**src/include/llc_decode_params.svh**
```systemverilog
// address field widths and decision FIFO depth for the LLC
// input decode front end

`ifndef LLC_DECODE_PARAMS_SVH
`define LLC_DECODE_PARAMS_SVH

// set index and tag widths of a line address
`define LLC_SET_BITS 6
`define LLC_TAG_BITS 10

// tag sits above the set in a line address
`define LINE_ADDR_BITS (`LLC_SET_BITS + `LLC_TAG_BITS)

// default depth of the decision FIFO
`define DECODE_FIFO_DEPTH 2

`endif

```
**src/source/llc_decode_pkg.sv**
```systemverilog
// address types, decode kind enum and the decode item carried
// through the decision FIFO

`include "llc_decode_params.svh"

package llc_decode_pkg;

    // set index of a line
    typedef logic [`LLC_SET_BITS-1:0] llc_set_t;

    // tag of a line
    typedef logic [`LLC_TAG_BITS-1:0] llc_tag_t;

    // line address, tag in the upper bits and set in the lower bits
    typedef logic [`LINE_ADDR_BITS-1:0] line_addr_t;

    // which input channel an item came from
    typedef enum logic [1:0] {
        KIND_RESET   = 2'd0,
        KIND_RSP     = 2'd1,
        KIND_REQ     = 2'd2,
        KIND_DMA_REQ = 2'd3
    } decode_kind_e;

    // one arbiter decision
    // replays travel as KIND_REQ with the captured address
    typedef struct packed {
        decode_kind_e kind;
        line_addr_t   addr;
    } decode_item_t;

endpackage

```
**src/source/llc_input_arbiter.sv**
```systemverilog
// fixed priority selection over the reset, response, replay, request
// and DMA request sources, with ready generation and decode item build

`timescale 1ns/10ps
`include "llc_decode_params.svh"

module llc_input_arbiter (
    input  logic                        clk,
    input  logic                        rst,
    input  logic                        llc_reset_valid,
    input  logic                        rsp_in_valid,
    input  logic                        req_in_valid,
    input  logic                        dma_req_in_valid,
    input  llc_decode_pkg::line_addr_t  rsp_in_addr,
    input  llc_decode_pkg::line_addr_t  req_in_addr,
    input  llc_decode_pkg::line_addr_t  dma_req_in_addr,
    input  logic                        fifo_full,
    input  logic                        blocked,
    input  logic                        replay_valid,
    input  llc_decode_pkg::line_addr_t  replay_addr,
    output logic                        llc_reset_ready,
    output logic                        rsp_in_ready,
    output logic                        req_in_ready,
    output logic                        dma_req_in_ready,
    output logic                        replay_take,
    output logic                        push,
    output llc_decode_pkg::decode_item_t push_item
);

    logic arb_en;
    logic can_grant;

    // readys stay low for the first cycle out of reset
    always_ff @(posedge clk or negedge rst) begin
        if (!rst) begin
            arb_en <= 1'b0;
        end else begin
            arb_en <= 1'b1;
        end
    end

    assign can_grant = arb_en && !fifo_full;

    always_comb begin
        llc_reset_ready  = 1'b0;
        rsp_in_ready     = 1'b0;
        req_in_ready     = 1'b0;
        dma_req_in_ready = 1'b0;
        replay_take      = 1'b0;
        push_item.kind   = llc_decode_pkg::KIND_RESET;
        push_item.addr   = {`LINE_ADDR_BITS{1'b0}};

        if (can_grant) begin
            if (llc_reset_valid) begin
                // reset has no address, zero is carried
                llc_reset_ready = 1'b1;
            end else if (rsp_in_valid) begin
                rsp_in_ready   = 1'b1;
                push_item.kind = llc_decode_pkg::KIND_RSP;
                push_item.addr = rsp_in_addr;
            end else if (replay_valid) begin
                // stalled request goes ahead of any new request
                replay_take    = 1'b1;
                push_item.kind = llc_decode_pkg::KIND_REQ;
                push_item.addr = replay_addr;
            end else if (req_in_valid && !blocked) begin
                req_in_ready   = 1'b1;
                push_item.kind = llc_decode_pkg::KIND_REQ;
                push_item.addr = req_in_addr;
            end else if (dma_req_in_valid && !blocked) begin
                dma_req_in_ready = 1'b1;
                push_item.kind   = llc_decode_pkg::KIND_DMA_REQ;
                push_item.addr   = dma_req_in_addr;
            end
        end
    end

    assign push = llc_reset_ready | rsp_in_ready | replay_take |
                  req_in_ready | dma_req_in_ready;

endmodule

```
**src/source/llc_decode_fifo.sv**
```systemverilog
// decision FIFO holding decode items between the arbiter and the
// output stage

`timescale 1ns/10ps
`include "llc_decode_params.svh"

module llc_decode_fifo #(
    parameter int DEPTH = `DECODE_FIFO_DEPTH
) (
    input  logic                         clk,
    input  logic                         rst,
    input  logic                         push,
    input  llc_decode_pkg::decode_item_t push_item,
    input  logic                         pop,
    output logic                         full,
    output logic                         not_empty,
    output llc_decode_pkg::decode_item_t head_item
);

    localparam int PTR_BITS = (DEPTH > 1) ? $clog2(DEPTH) : 1;
    localparam int CNT_BITS = $clog2(DEPTH + 1);

    llc_decode_pkg::decode_item_t mem [DEPTH];

    logic [PTR_BITS-1:0] wr_ptr;
    logic [PTR_BITS-1:0] rd_ptr;
    logic [CNT_BITS-1:0] count;

    // storage, written at the tail
    always_ff @(posedge clk) begin
        if (push) begin
            mem[wr_ptr] <= push_item;
        end
    end

    always_ff @(posedge clk or negedge rst) begin
        if (!rst) begin
            wr_ptr <= '0;
            rd_ptr <= '0;
            count  <= '0;
        end else begin
            if (push) begin
                wr_ptr <= (wr_ptr == PTR_BITS'(DEPTH - 1)) ? '0 : wr_ptr + 1'b1;
            end
            if (pop) begin
                rd_ptr <= (rd_ptr == PTR_BITS'(DEPTH - 1)) ? '0 : rd_ptr + 1'b1;
            end
            // simultaneous push and pop leaves the count alone
            if (push && !pop) begin
                count <= count + 1'b1;
            end else if (pop && !push) begin
                count <= count - 1'b1;
            end
        end
    end

    assign full      = (count == CNT_BITS'(DEPTH));
    assign not_empty = (count != '0);
    assign head_item = mem[rd_ptr];

endmodule

```
**src/source/llc_req_stall_tracker.sv**
```systemverilog
// request stall FSM with stalled line capture, response match clear
// and replay source for the arbiter

`timescale 1ns/10ps
`include "llc_decode_params.svh"

module llc_req_stall_tracker (
    input  logic                         clk,
    input  logic                         rst,
    input  logic                         done,
    input  llc_decode_pkg::decode_kind_e done_kind,
    input  llc_decode_pkg::llc_set_t     done_set,
    input  llc_decode_pkg::llc_tag_t     done_tag,
    input  logic                         req_stall,
    input  logic                         replay_take,
    output logic                         blocked,
    output logic                         stalled,
    output logic                         replay_valid,
    output llc_decode_pkg::line_addr_t   replay_addr
);

    typedef enum logic [1:0] {
        ST_IDLE,
        ST_STALLED,
        ST_REPLAY
    } stall_state_e;

    stall_state_e state;
    stall_state_e state_next;

    llc_decode_pkg::llc_set_t stall_set;
    llc_decode_pkg::llc_tag_t stall_tag;

    logic capture;
    logic rsp_match;

    // stall only counts when the request itself leaves the stage
    assign capture = (state == ST_IDLE) && done && req_stall &&
                     (done_kind == llc_decode_pkg::KIND_REQ);

    assign rsp_match = done && (done_kind == llc_decode_pkg::KIND_RSP) &&
                       (done_set == stall_set) && (done_tag == stall_tag);

    always_comb begin
        state_next = state;
        case (state)
            ST_IDLE: begin
                if (capture) begin
                    state_next = ST_STALLED;
                end
            end
            ST_STALLED: begin
                if (rsp_match) begin
                    state_next = ST_REPLAY;
                end
            end
            ST_REPLAY: begin
                if (replay_take) begin
                    state_next = ST_IDLE;
                end
            end
            default: begin
                state_next = ST_IDLE;
            end
        endcase
    end

    always_ff @(posedge clk or negedge rst) begin
        if (!rst) begin
            state <= ST_IDLE;
        end else begin
            state <= state_next;
        end
    end

    // line of the stalled request
    always_ff @(posedge clk) begin
        if (capture) begin
            stall_set <= done_set;
            stall_tag <= done_tag;
        end
    end

    // new requests wait until the replay has been issued
    assign blocked      = (state != ST_IDLE);
    assign stalled      = (state == ST_STALLED);
    assign replay_valid = (state == ST_REPLAY);
    assign replay_addr  = {stall_tag, stall_set};

endmodule

```
**src/source/llc_line_split.sv**
```systemverilog
// output register stage, loads from the FIFO head and splits the
// line address into set and tag

`timescale 1ns/10ps
`include "llc_decode_params.svh"

module llc_line_split (
    input  logic                         clk,
    input  logic                         rst,
    input  logic                         not_empty,
    input  llc_decode_pkg::decode_item_t head_item,
    input  logic                         out_ready,
    output logic                         pop,
    output logic                         out_valid,
    output llc_decode_pkg::decode_kind_e out_kind,
    output llc_decode_pkg::llc_set_t     out_set,
    output llc_decode_pkg::llc_tag_t     out_tag,
    output logic                         done,
    output llc_decode_pkg::decode_kind_e done_kind,
    output llc_decode_pkg::llc_set_t     done_set,
    output llc_decode_pkg::llc_tag_t     done_tag
);

    // take the next item when the register is empty or draining
    assign pop = not_empty && (!out_valid || out_ready);

    always_ff @(posedge clk or negedge rst) begin
        if (!rst) begin
            out_valid <= 1'b0;
        end else if (pop) begin
            out_valid <= 1'b1;
        end else if (out_ready) begin
            out_valid <= 1'b0;
        end
    end

    // payload, held while the output is stalled
    always_ff @(posedge clk) begin
        if (pop) begin
            out_kind <= head_item.kind;
            out_tag  <= head_item.addr[`LINE_ADDR_BITS-1:`LLC_SET_BITS];
            out_set  <= head_item.addr[`LLC_SET_BITS-1:0];
        end
    end

    // completed output transfer, seen by the stall tracker
    assign done      = out_valid && out_ready;
    assign done_kind = out_kind;
    assign done_set  = out_set;
    assign done_tag  = out_tag;

endmodule

```
**src/source/llc_decode_top.sv**
```systemverilog
// LLC input decode front end: arbiter, decision FIFO, output split
// stage and request stall tracker

`timescale 1ns/10ps
`include "llc_decode_params.svh"

module llc_decode_top (
    input  logic                         clk,
    input  logic                         rst,
    input  logic                         llc_reset_valid,
    output logic                         llc_reset_ready,
    input  logic                         rsp_in_valid,
    output logic                         rsp_in_ready,
    input  llc_decode_pkg::line_addr_t   rsp_in_addr,
    input  logic                         req_in_valid,
    output logic                         req_in_ready,
    input  llc_decode_pkg::line_addr_t   req_in_addr,
    input  logic                         dma_req_in_valid,
    output logic                         dma_req_in_ready,
    input  llc_decode_pkg::line_addr_t   dma_req_in_addr,
    output logic                         out_valid,
    input  logic                         out_ready,
    output llc_decode_pkg::decode_kind_e out_kind,
    output llc_decode_pkg::llc_set_t     out_set,
    output llc_decode_pkg::llc_tag_t     out_tag,
    input  logic                         req_stall,
    output logic                         stalled
);

    logic                         push;
    llc_decode_pkg::decode_item_t push_item;
    logic                         fifo_full;
    logic                         not_empty;
    llc_decode_pkg::decode_item_t head_item;
    logic                         pop;
    logic                         blocked;
    logic                         replay_valid;
    llc_decode_pkg::line_addr_t   replay_addr;
    logic                         replay_take;
    logic                         done;
    llc_decode_pkg::decode_kind_e done_kind;
    llc_decode_pkg::llc_set_t     done_set;
    llc_decode_pkg::llc_tag_t     done_tag;

    llc_input_arbiter i_arbiter (
        .clk              (clk),
        .rst              (rst),
        .llc_reset_valid  (llc_reset_valid),
        .rsp_in_valid     (rsp_in_valid),
        .req_in_valid     (req_in_valid),
        .dma_req_in_valid (dma_req_in_valid),
        .rsp_in_addr      (rsp_in_addr),
        .req_in_addr      (req_in_addr),
        .dma_req_in_addr  (dma_req_in_addr),
        .fifo_full        (fifo_full),
        .blocked          (blocked),
        .replay_valid     (replay_valid),
        .replay_addr      (replay_addr),
        .llc_reset_ready  (llc_reset_ready),
        .rsp_in_ready     (rsp_in_ready),
        .req_in_ready     (req_in_ready),
        .dma_req_in_ready (dma_req_in_ready),
        .replay_take      (replay_take),
        .push             (push),
        .push_item        (push_item)
    );

    llc_decode_fifo #(
        .DEPTH (`DECODE_FIFO_DEPTH)
    ) i_fifo (
        .clk       (clk),
        .rst       (rst),
        .push      (push),
        .push_item (push_item),
        .pop       (pop),
        .full      (fifo_full),
        .not_empty (not_empty),
        .head_item (head_item)
    );

    llc_line_split i_line_split (
        .clk       (clk),
        .rst       (rst),
        .not_empty (not_empty),
        .head_item (head_item),
        .out_ready (out_ready),
        .pop       (pop),
        .out_valid (out_valid),
        .out_kind  (out_kind),
        .out_set   (out_set),
        .out_tag   (out_tag),
        .done      (done),
        .done_kind (done_kind),
        .done_set  (done_set),
        .done_tag  (done_tag)
    );

    llc_req_stall_tracker i_stall_tracker (
        .clk          (clk),
        .rst          (rst),
        .done         (done),
        .done_kind    (done_kind),
        .done_set     (done_set),
        .done_tag     (done_tag),
        .req_stall    (req_stall),
        .replay_take  (replay_take),
        .blocked      (blocked),
        .stalled      (stalled),
        .replay_valid (replay_valid),
        .replay_addr  (replay_addr)
    );

endmodule

```
**config.mk**
```make
export PLATFORM = sky130hd
export DESIGN_NAME = llc_decode_top
export DESIGN_NICKNAME = d
export VERILOG_FILES = /design/src/source/llc_decode_pkg.sv /design/src/source/llc_input_arbiter.sv /design/src/source/llc_decode_fifo.sv /design/src/source/llc_req_stall_tracker.sv /design/src/source/llc_line_split.sv /design/src/source/llc_decode_top.sv
export VERILOG_INCLUDE_DIRS = /design/src /design/src/include
export SDC_FILE = /design/constraint.sdc
export NUM_CORES = 1
export LEC_CHECK = 0
export BUFFER_PORTS_ARGS = -buffer_cell sky130_fd_sc_hd__clkbuf_2
export CAP_MARGIN = 10
export CORE_ASPECT_RATIO = 1.1
export CORE_MARGIN = 10
export CORE_UTILIZATION = 50
export DETAILED_ROUTE_END_ITERATION = 8
export GPL_TIMING_DRIVEN = 1
export PLACE_DENSITY = 0.8
export SLEW_MARGIN = 30
export SYNTH_ARGS = -nofsm -noshare
export SYNTH_HDL_FRONTEND = slang
export SYNTH_HIERARCHICAL = 1
export SYNTH_SLANG_ARGS = --single-unit
```
**constraint.sdc**
```tcl
create_clock -name clk -period 9.1 [get_ports clk]
set_input_delay 0.455 -clock clk [delete_from_list [all_inputs] [get_ports clk]]
set_output_delay 0.455 -clock clk [all_outputs]
set_load 0.005 [all_outputs]
```
==> results of run 1 <==
==> path summary, 6_finish.rpt <==
kind	from	end	slack, ns	cells past startpoint
worst max-delay path	i_stall_tracker/state[0]	i_fifo/mem[1][1]	5.92	5
worst min-delay path	out_ready	i_line_split/out_valid	0.38	3
worst max register to register	i_stall_tracker/state[0]	i_fifo/mem[1][1]	5.92	5
worst min register to register	i_fifo/count[1]	i_fifo/count[1]	0.48	1
max in group asynchronous	rst	i_fifo/count[0]	8.44	2
min in group asynchronous	rst	i_stall_tracker/state[1]	0.48	2
==> placed cells by master, fill, tap and decap left out, drive strengths merged, types with 2 or more instances in the layout <==
cell     n
clkbuf  88
edfxtp  70
nor3    18
mux2    18
o22ai   16
a221oi  16
xnor2   16
dfrtp    8
nor2b    5
nor2     5
xor2     5
inv      5
nand2b   3
buf      3
nand4    3
clkinv   3
nor3b    3
or2      3
and2     3
bufinv   2
a21oi    2
nor4     2
==> area by class of cell <==
| class | count | area [µm²] |
|---|---|---|
| Clock inverter | 7 | 97.6 |
| Tap cell | 85 | 106 |
| Sequential cell | 78 | 2300 |
| Multi-Input combinational cell | 129 | 1030 |
| Inverter | 4 | 15.0 |
| Clock buffer | 9 | 124 |
| Timing Repair Buffer | 83 | 428 |
| Fill cell | 536 | 2900 |
==> kinds of logic (layout without fill, tap and decap cells) <==
family                   after synthesis  after routing  synth area share
other                                  1              1           0.00104
AND/OR/NAND/NOR                       51             51            0.0895
adder cells (fa/ha/maj)                1              1           0.00348
buffers and inverters                 34            103            0.0714
flip-flops                            78             78             0.641
AO/OA/AOI/OAI                         37             37            0.0766
multiplexers                          18             18            0.0658
XOR/XNOR                              21             21            0.0512
==> flip-flops by register name, summed over array words and instances, names as in the netlist <==
name,cells
i_line_split/out_valid,1
i_stall_tracker/state,2
i_stall_tracker/stall_set,6
i_arbiter/arb_en,1
i_stall_tracker/stall_tag,10
i_line_split/done_kind,2
i_line_split/done_tag,10
i_line_split/done_set,6
i_fifo/rd_ptr,1
i_fifo/wr_ptr,1
i_fifo/mem,36
i_fifo/count,2
==> worst register-to-register path, stage by stage, from the launching register on <==
cell	delay, ns
dfrtp_1	0.39
or2_2	0.35
nor3b_4	0.69
nor4_1	0.14
nor3b_1	0.45
and2_1	0.78
==> metal layers <==
| layer | share of wire | up-vias | global-route usage |
|---|---|---|---|
| met1 | 0.39 | 1111 | 0.167 |
| li1 | - | 1040 | - |
| met4 | 0.022 | 0 | 0.0737 |
| met5 | 0 | - | 0 |
| met3 | 0.062 | 19 | 0.0411 |
| met2 | 0.53 | 82 | 0.255 |
==> power groups by stage <==
stage               combinational, mW  clock, mW  sequential [mW]
finish                          0.290      0.284            0.588
floorplan                       0.266          0            0.564
global placement                0.283          0            0.590
CTS                             0.295      0.288            0.590
global route                    0.316      0.302            0.602
detailed placement              0.291          0            0.597
==> per-stage QoR <==
stage	utilization	instances	worst slack [ns]
final	0.586	395	5.92
after global placement	0.553	378	6.12
after global routing	0.586	395	5.80
after CTS	0.586	395	5.96
after detailed placement	0.553	378	5.98
after floorplan	-	241	6.17
==> summary.txt, run 1 <==
Route
  – Number of DRC markers in iteration 0: 168
  – # DRC: 0
  – WL final: 8220 µm
  – Vias: 2252
  – Antenna-violating nets left: 0
  – Wire length per cell: 20.8 µm
  – TritonRoute pass-1 iters: 4
  – Vias/cell: 5.70

Setup path
  – Crit path required time: 9.08 ns
  – Top delay family on crit path: simple AND/OR/NAND/NOR gates
  – Critical path capture point type: flop
  – Crit path max-delay cell type: and2_1
  – Worst Setup Start Kind: flop
  – WP buf/inv: 0
  – WS Path Type: flop to flop
  – CP Cell Sequence: or2_2, nor3b_4, nor4_1, nor3b_1, and2_1
  – Max FO, Critical Path: 19
  – CP arrival: 3.15 ns
  – Critical Path Max Stage Delay: 0.78 ns

Power and ir drop
  – Max VDD drop: 0.000133 V
  – Clock power share: 0.244
  – Net switching power: 0.343 mW
  – Comb pwr share: 0.250
  – Power per cell area: 283 mW/mm²
  – Cell Int Power: 0.820 mW
  – Switch share: 0.295
  – Leakage Power: 1.54 nW
  – Power Total: 1.16 mW
  – Sequential Power Share: 0.506

Synth
  – Synth area leaders: edfxtp_1, dfrtp_1, buf_4
  – YS warnings: 6
  – EDFF count, synth: 70
  – Sequential-to-total area share from yosys stat: 0.641
  – Post-synth top area share: 0.585
  – Area leader, netlist: edfxtp_1
  – Synthesized flop and latch total: 78
  – Cell with the most instances after synthesis: edfxtp_1
  – Cells after Synth: 241
  – Synth Cell Area: 0.00359 mm²
  – Avg Cell Area, Syn: 14.9 µm²
  – List of most frequent post-synthesis cells: edfxtp_1, buf_4, nor3_1
  – Async set-reset flop share out of synthesis: 0.103
  – Synthesized Nets: 298
  – Netlist cell types: 40
  – Main synth FF type: edfxtp_1

STA
  – Fin. Hold Viols: 0
  – Period Utilization, post-route: 0.349
  – Slew HR: 0.363
  – WHS: 0.381 ns
  – Slew Limit Fails: 0
  – Max Freq: 0.315 GHz
  – Post-layout min period: 3.18 ns
  – Tightest Pin Transition: 0.955 ns
  – Post-Route Setup TNS: 0 ns
  – Worst Skew: 0.00664 ns
  – Unrepaired setup endpoints after global routing: false
  – Final setup fails: 0

Die
  – # rows: 32
  – Die area: 0.0110 mm²
  – Die H: 109 µm
  – Initial Util: 0.513
  – Core region area: 0.00701 mm²
  – IO Count: 80
  – Die X: 101 µm

Final layout
  – # diodes: 0
  – Share of layout cells above drive strength 1: 0.400
  – Area Overhead vs Synth: 14.4%
  – Fin area: 0.00411 mm²
  – # nets final: 362

Global routing
  – Total track usage: 0.149
  – Vias in the first global route: 2411
  – Antenna violations before repair: 0
  – Pin count of the biggest net entering global routing: 23
  – First-pass GRT wire length: 12500 µm
  – Grt ovf: 0

Clock network
  – H-tree Lvls: 3
  – CTS Buffer Depth: 2
  – Root buffer cell: clkbuf_8
  – Setup Buffers After CTS: 0
  – Worst skew pair latency: 0.35 ns
  – Clock-pin slew on the worst setup and hold paths: 0.08 ns
  – CTS Hold Bufs: 1
  – PostCTS Resize Cnt: 0
  – Clock net sink count: 78
  – TritonCTS clock tree: built
  – Num CTS Buffers: 9

Placement
  – Final HPWL DP: 5910 µm
  – I/O Buffers: 79
  – GPL Wtd Cong: 0.782
  – Cell Area, Placed: 0.00387 mm²

Job
  – Maxcap violations: 0

Hold path
  – Hold crit path type: input pin to flop

Status
  – Outcome: finished, final reports clean
No activity file was read; power rests on OpenSTA's default activity.
==> inputs of run 2 (changes only) <==
==> constraint.sdc (replaced) <==
create_clock -name clk -period 3 [get_ports clk]
set_input_delay 0.15 -clock clk [delete_from_list [all_inputs] [get_ports clk]]
set_output_delay 0.15 -clock clk [all_outputs]
set_load 0.005 [all_outputs]
==> summary.txt, run 2 (synthesis gave the netlist of run 1 again) <==
Clock network
  – PostCTS Resize Cnt: 0
  – TritonCTS clock tree: built
  – Worst skew pair latency: 0.34 ns
  – Num CTS Buffers: 9
  – CTS Buffer Depth: 2
  – Clock net sink count: 78
  – H-tree Lvls: 3
  – Clock-pin slew on the worst setup and hold paths: 0.07 ns
  – Root buffer cell: clkbuf_8

STA
  – Slew Limit Fails: 0
  – Post-layout min period: 2.38 ns
  – Slew HR: 0.349
  – Max Freq: 0.420 GHz
  – Setup WS post-layout: 0.619 ns
  – Period Utilization, post-route: 0.794
  – Worst Skew: 0.00743 ns
  – Tightest Pin Transition: 0.976 ns
  – Final setup fails: 0
  – Post-Route Setup TNS: 0 ns
  – Unrepaired setup endpoints after global routing: false
  – Fin. Hold Viols: 0

Route
  – Antenna-violating nets left: 0
  – Wire length per cell: 20.4 µm
  – Vias/cell: 5.54
  – Number of DRC markers in iteration 0: 147
  – WL final: 8120 µm
  – TritonRoute pass-1 iters: 4
  – # DRC: 0
  – Vias: 2203

Power and ir drop
  – Power per cell area: 829 mW/mm²
  – Leakage Power: 1.54 nW
  – Switch share: 0.292
  – Cell Int Power: 2.40 mW
  – Power Total: 3.39 mW
  – Net switching power: 0.989 mW
  – Sequential Power Share: 0.526
  – Clock power share: 0.214
  – Comb pwr share: 0.260
  – Max VDD drop: 0.000488 V

Global routing
  – First-pass GRT wire length: 12100 µm
  – Vias in the first global route: 2289
  – Grt ovf: 0
  – Antenna violations before repair: 0
  – Pin count of the biggest net entering global routing: 23
  – Total track usage: 0.144

Setup path
  – Critical path capture point type: flop
  – Top delay family on crit path: simple AND/OR/NAND/NOR gates
  – CP arrival: 2.40 ns
  – WS Path Type: flop to flop
  – WP buf/inv: 2
  – Critical Path Max Stage Delay: 0.41 ns
  – Max FO, Critical Path: 18
  – Worst Setup Start Kind: flop
  – CP Cell Sequence: nor2b_1, or2_1, buf_4, nor4_1, nor3b_1, nor2b_1, buf_4
  – Crit path max-delay cell type: nor3b_1
  – Crit path required time: 3.02 ns

Final layout
  – Most frequent cells in the layout: clkbuf_2, edfxtp_1, nor3_1
  – Share of layout cells above drive strength 1: 0.396
  – Commonest non-fill, non-tap cell in the layout: clkbuf_2
  – Most flop-heavy register: i_fifo/mem
  – Area Overhead vs Synth: 13.9%
  – # nets final: 365
  – # diodes: 0
  – Max reg flops: 36
  – Fin cells: 398

Placement
  – Pre-CTS setup slack: 0.676 ns
  – Final HPWL DP: 6020 µm
  – Placed Cells: 381
  – I/O Buffers: 79
  – GPL Wtd Cong: 0.814

Die
  – Core region area: 0.00701 mm²
  – Die X: 101 µm
  – IO Count: 80
  – Die area: 0.0110 mm²
  – # rows: 32
  – Die H: 109 µm
  – Initial Util: 0.513

Job
  – Maxcap violations: 0

Status
  – Outcome: finished, final reports clean

Hold path
  – Hold crit path type: input pin to flop
## run 2: cell types whose count changed in the layout (fill, tap and decap cells not counted), sizes merged
| cell | delta |
|---|---|
| buf | +3 |
| clkbuf | +2 |
| bufinv | -1 |
| inv | -1 |
## run 2: layout make-up
class                           count  area, µm²
Inverter                            4       15.0
Sequential cell                    78       2300
Clock inverter                      5       50.0
Clock buffer                       11        131
Fill cell                         529       2920
Multi-Input combinational cell    129       1030
Timing Repair Buffer               86        450
Tap cell                           85        106
## run 2: power by group through the flow
stage	sequential, mW	clock [mW]	combinational [mW]
after floorplan	1.71	0	0.806
after global placement	1.79	0	0.867
after detailed placement	1.81	0	0.887
after CTS	1.79	0.745	0.898
after global routing	1.82	0.790	0.966
final	1.78	0.726	0.881
## run 2: stage by stage
stage	cell area (µm²)	hold WS, ns	util
global placement	3900	0.00646	0.556
floorplan	3590	-0.146	-
CTS	4090	0.0821	0.584
global route	4090	0.121	0.584
detailed placement	3900	0.0141	0.556
finish	4090	0.0973	0.584
## run 2: per-layer routing
metal	global-route usage	vias up	wire (µm)
met2	0.253	63	4470
met4	0.0677	0	125
li1	-	1051	-
met3	0.0310	11	414
met1	0.163	1078	3110
met5	0	-	0
## run 2: final timing paths
path | start | to | slack, ns | cells after the start
max | i_stall_tracker/state[1] | i_fifo/mem[0][3] | 0.62 | 7
min | out_ready | i_line_split/out_valid | 0.1 | 3
min reg2reg | i_fifo/count[1] | i_fifo/count[1] | 0.49 | 1
max reg2reg | i_stall_tracker/state[1] | i_fifo/mem[0][3] | 0.62 | 7
min in group asynchronous | rst | i_fifo/count[0] | 0.19 | 2
max in group asynchronous | rst | i_fifo/wr_ptr | 2.63 | 2
## run 2: worst register-to-register path: stages (launching register included)
cell     delay, ns
dfrtp_1       0.36
nor2b_1       0.33
or2_1         0.18
buf_4         0.24
nor4_1        0.08
nor3b_1       0.41
nor2b_1       0.20
buf_4         0.28
## run 2: timing repair
action	4_1_cts	5_1_grt
setup endpoints to repair	0	0
endpoints found under the hold margin	8	0
buffers inserted	0	0
hold buffers	1	0
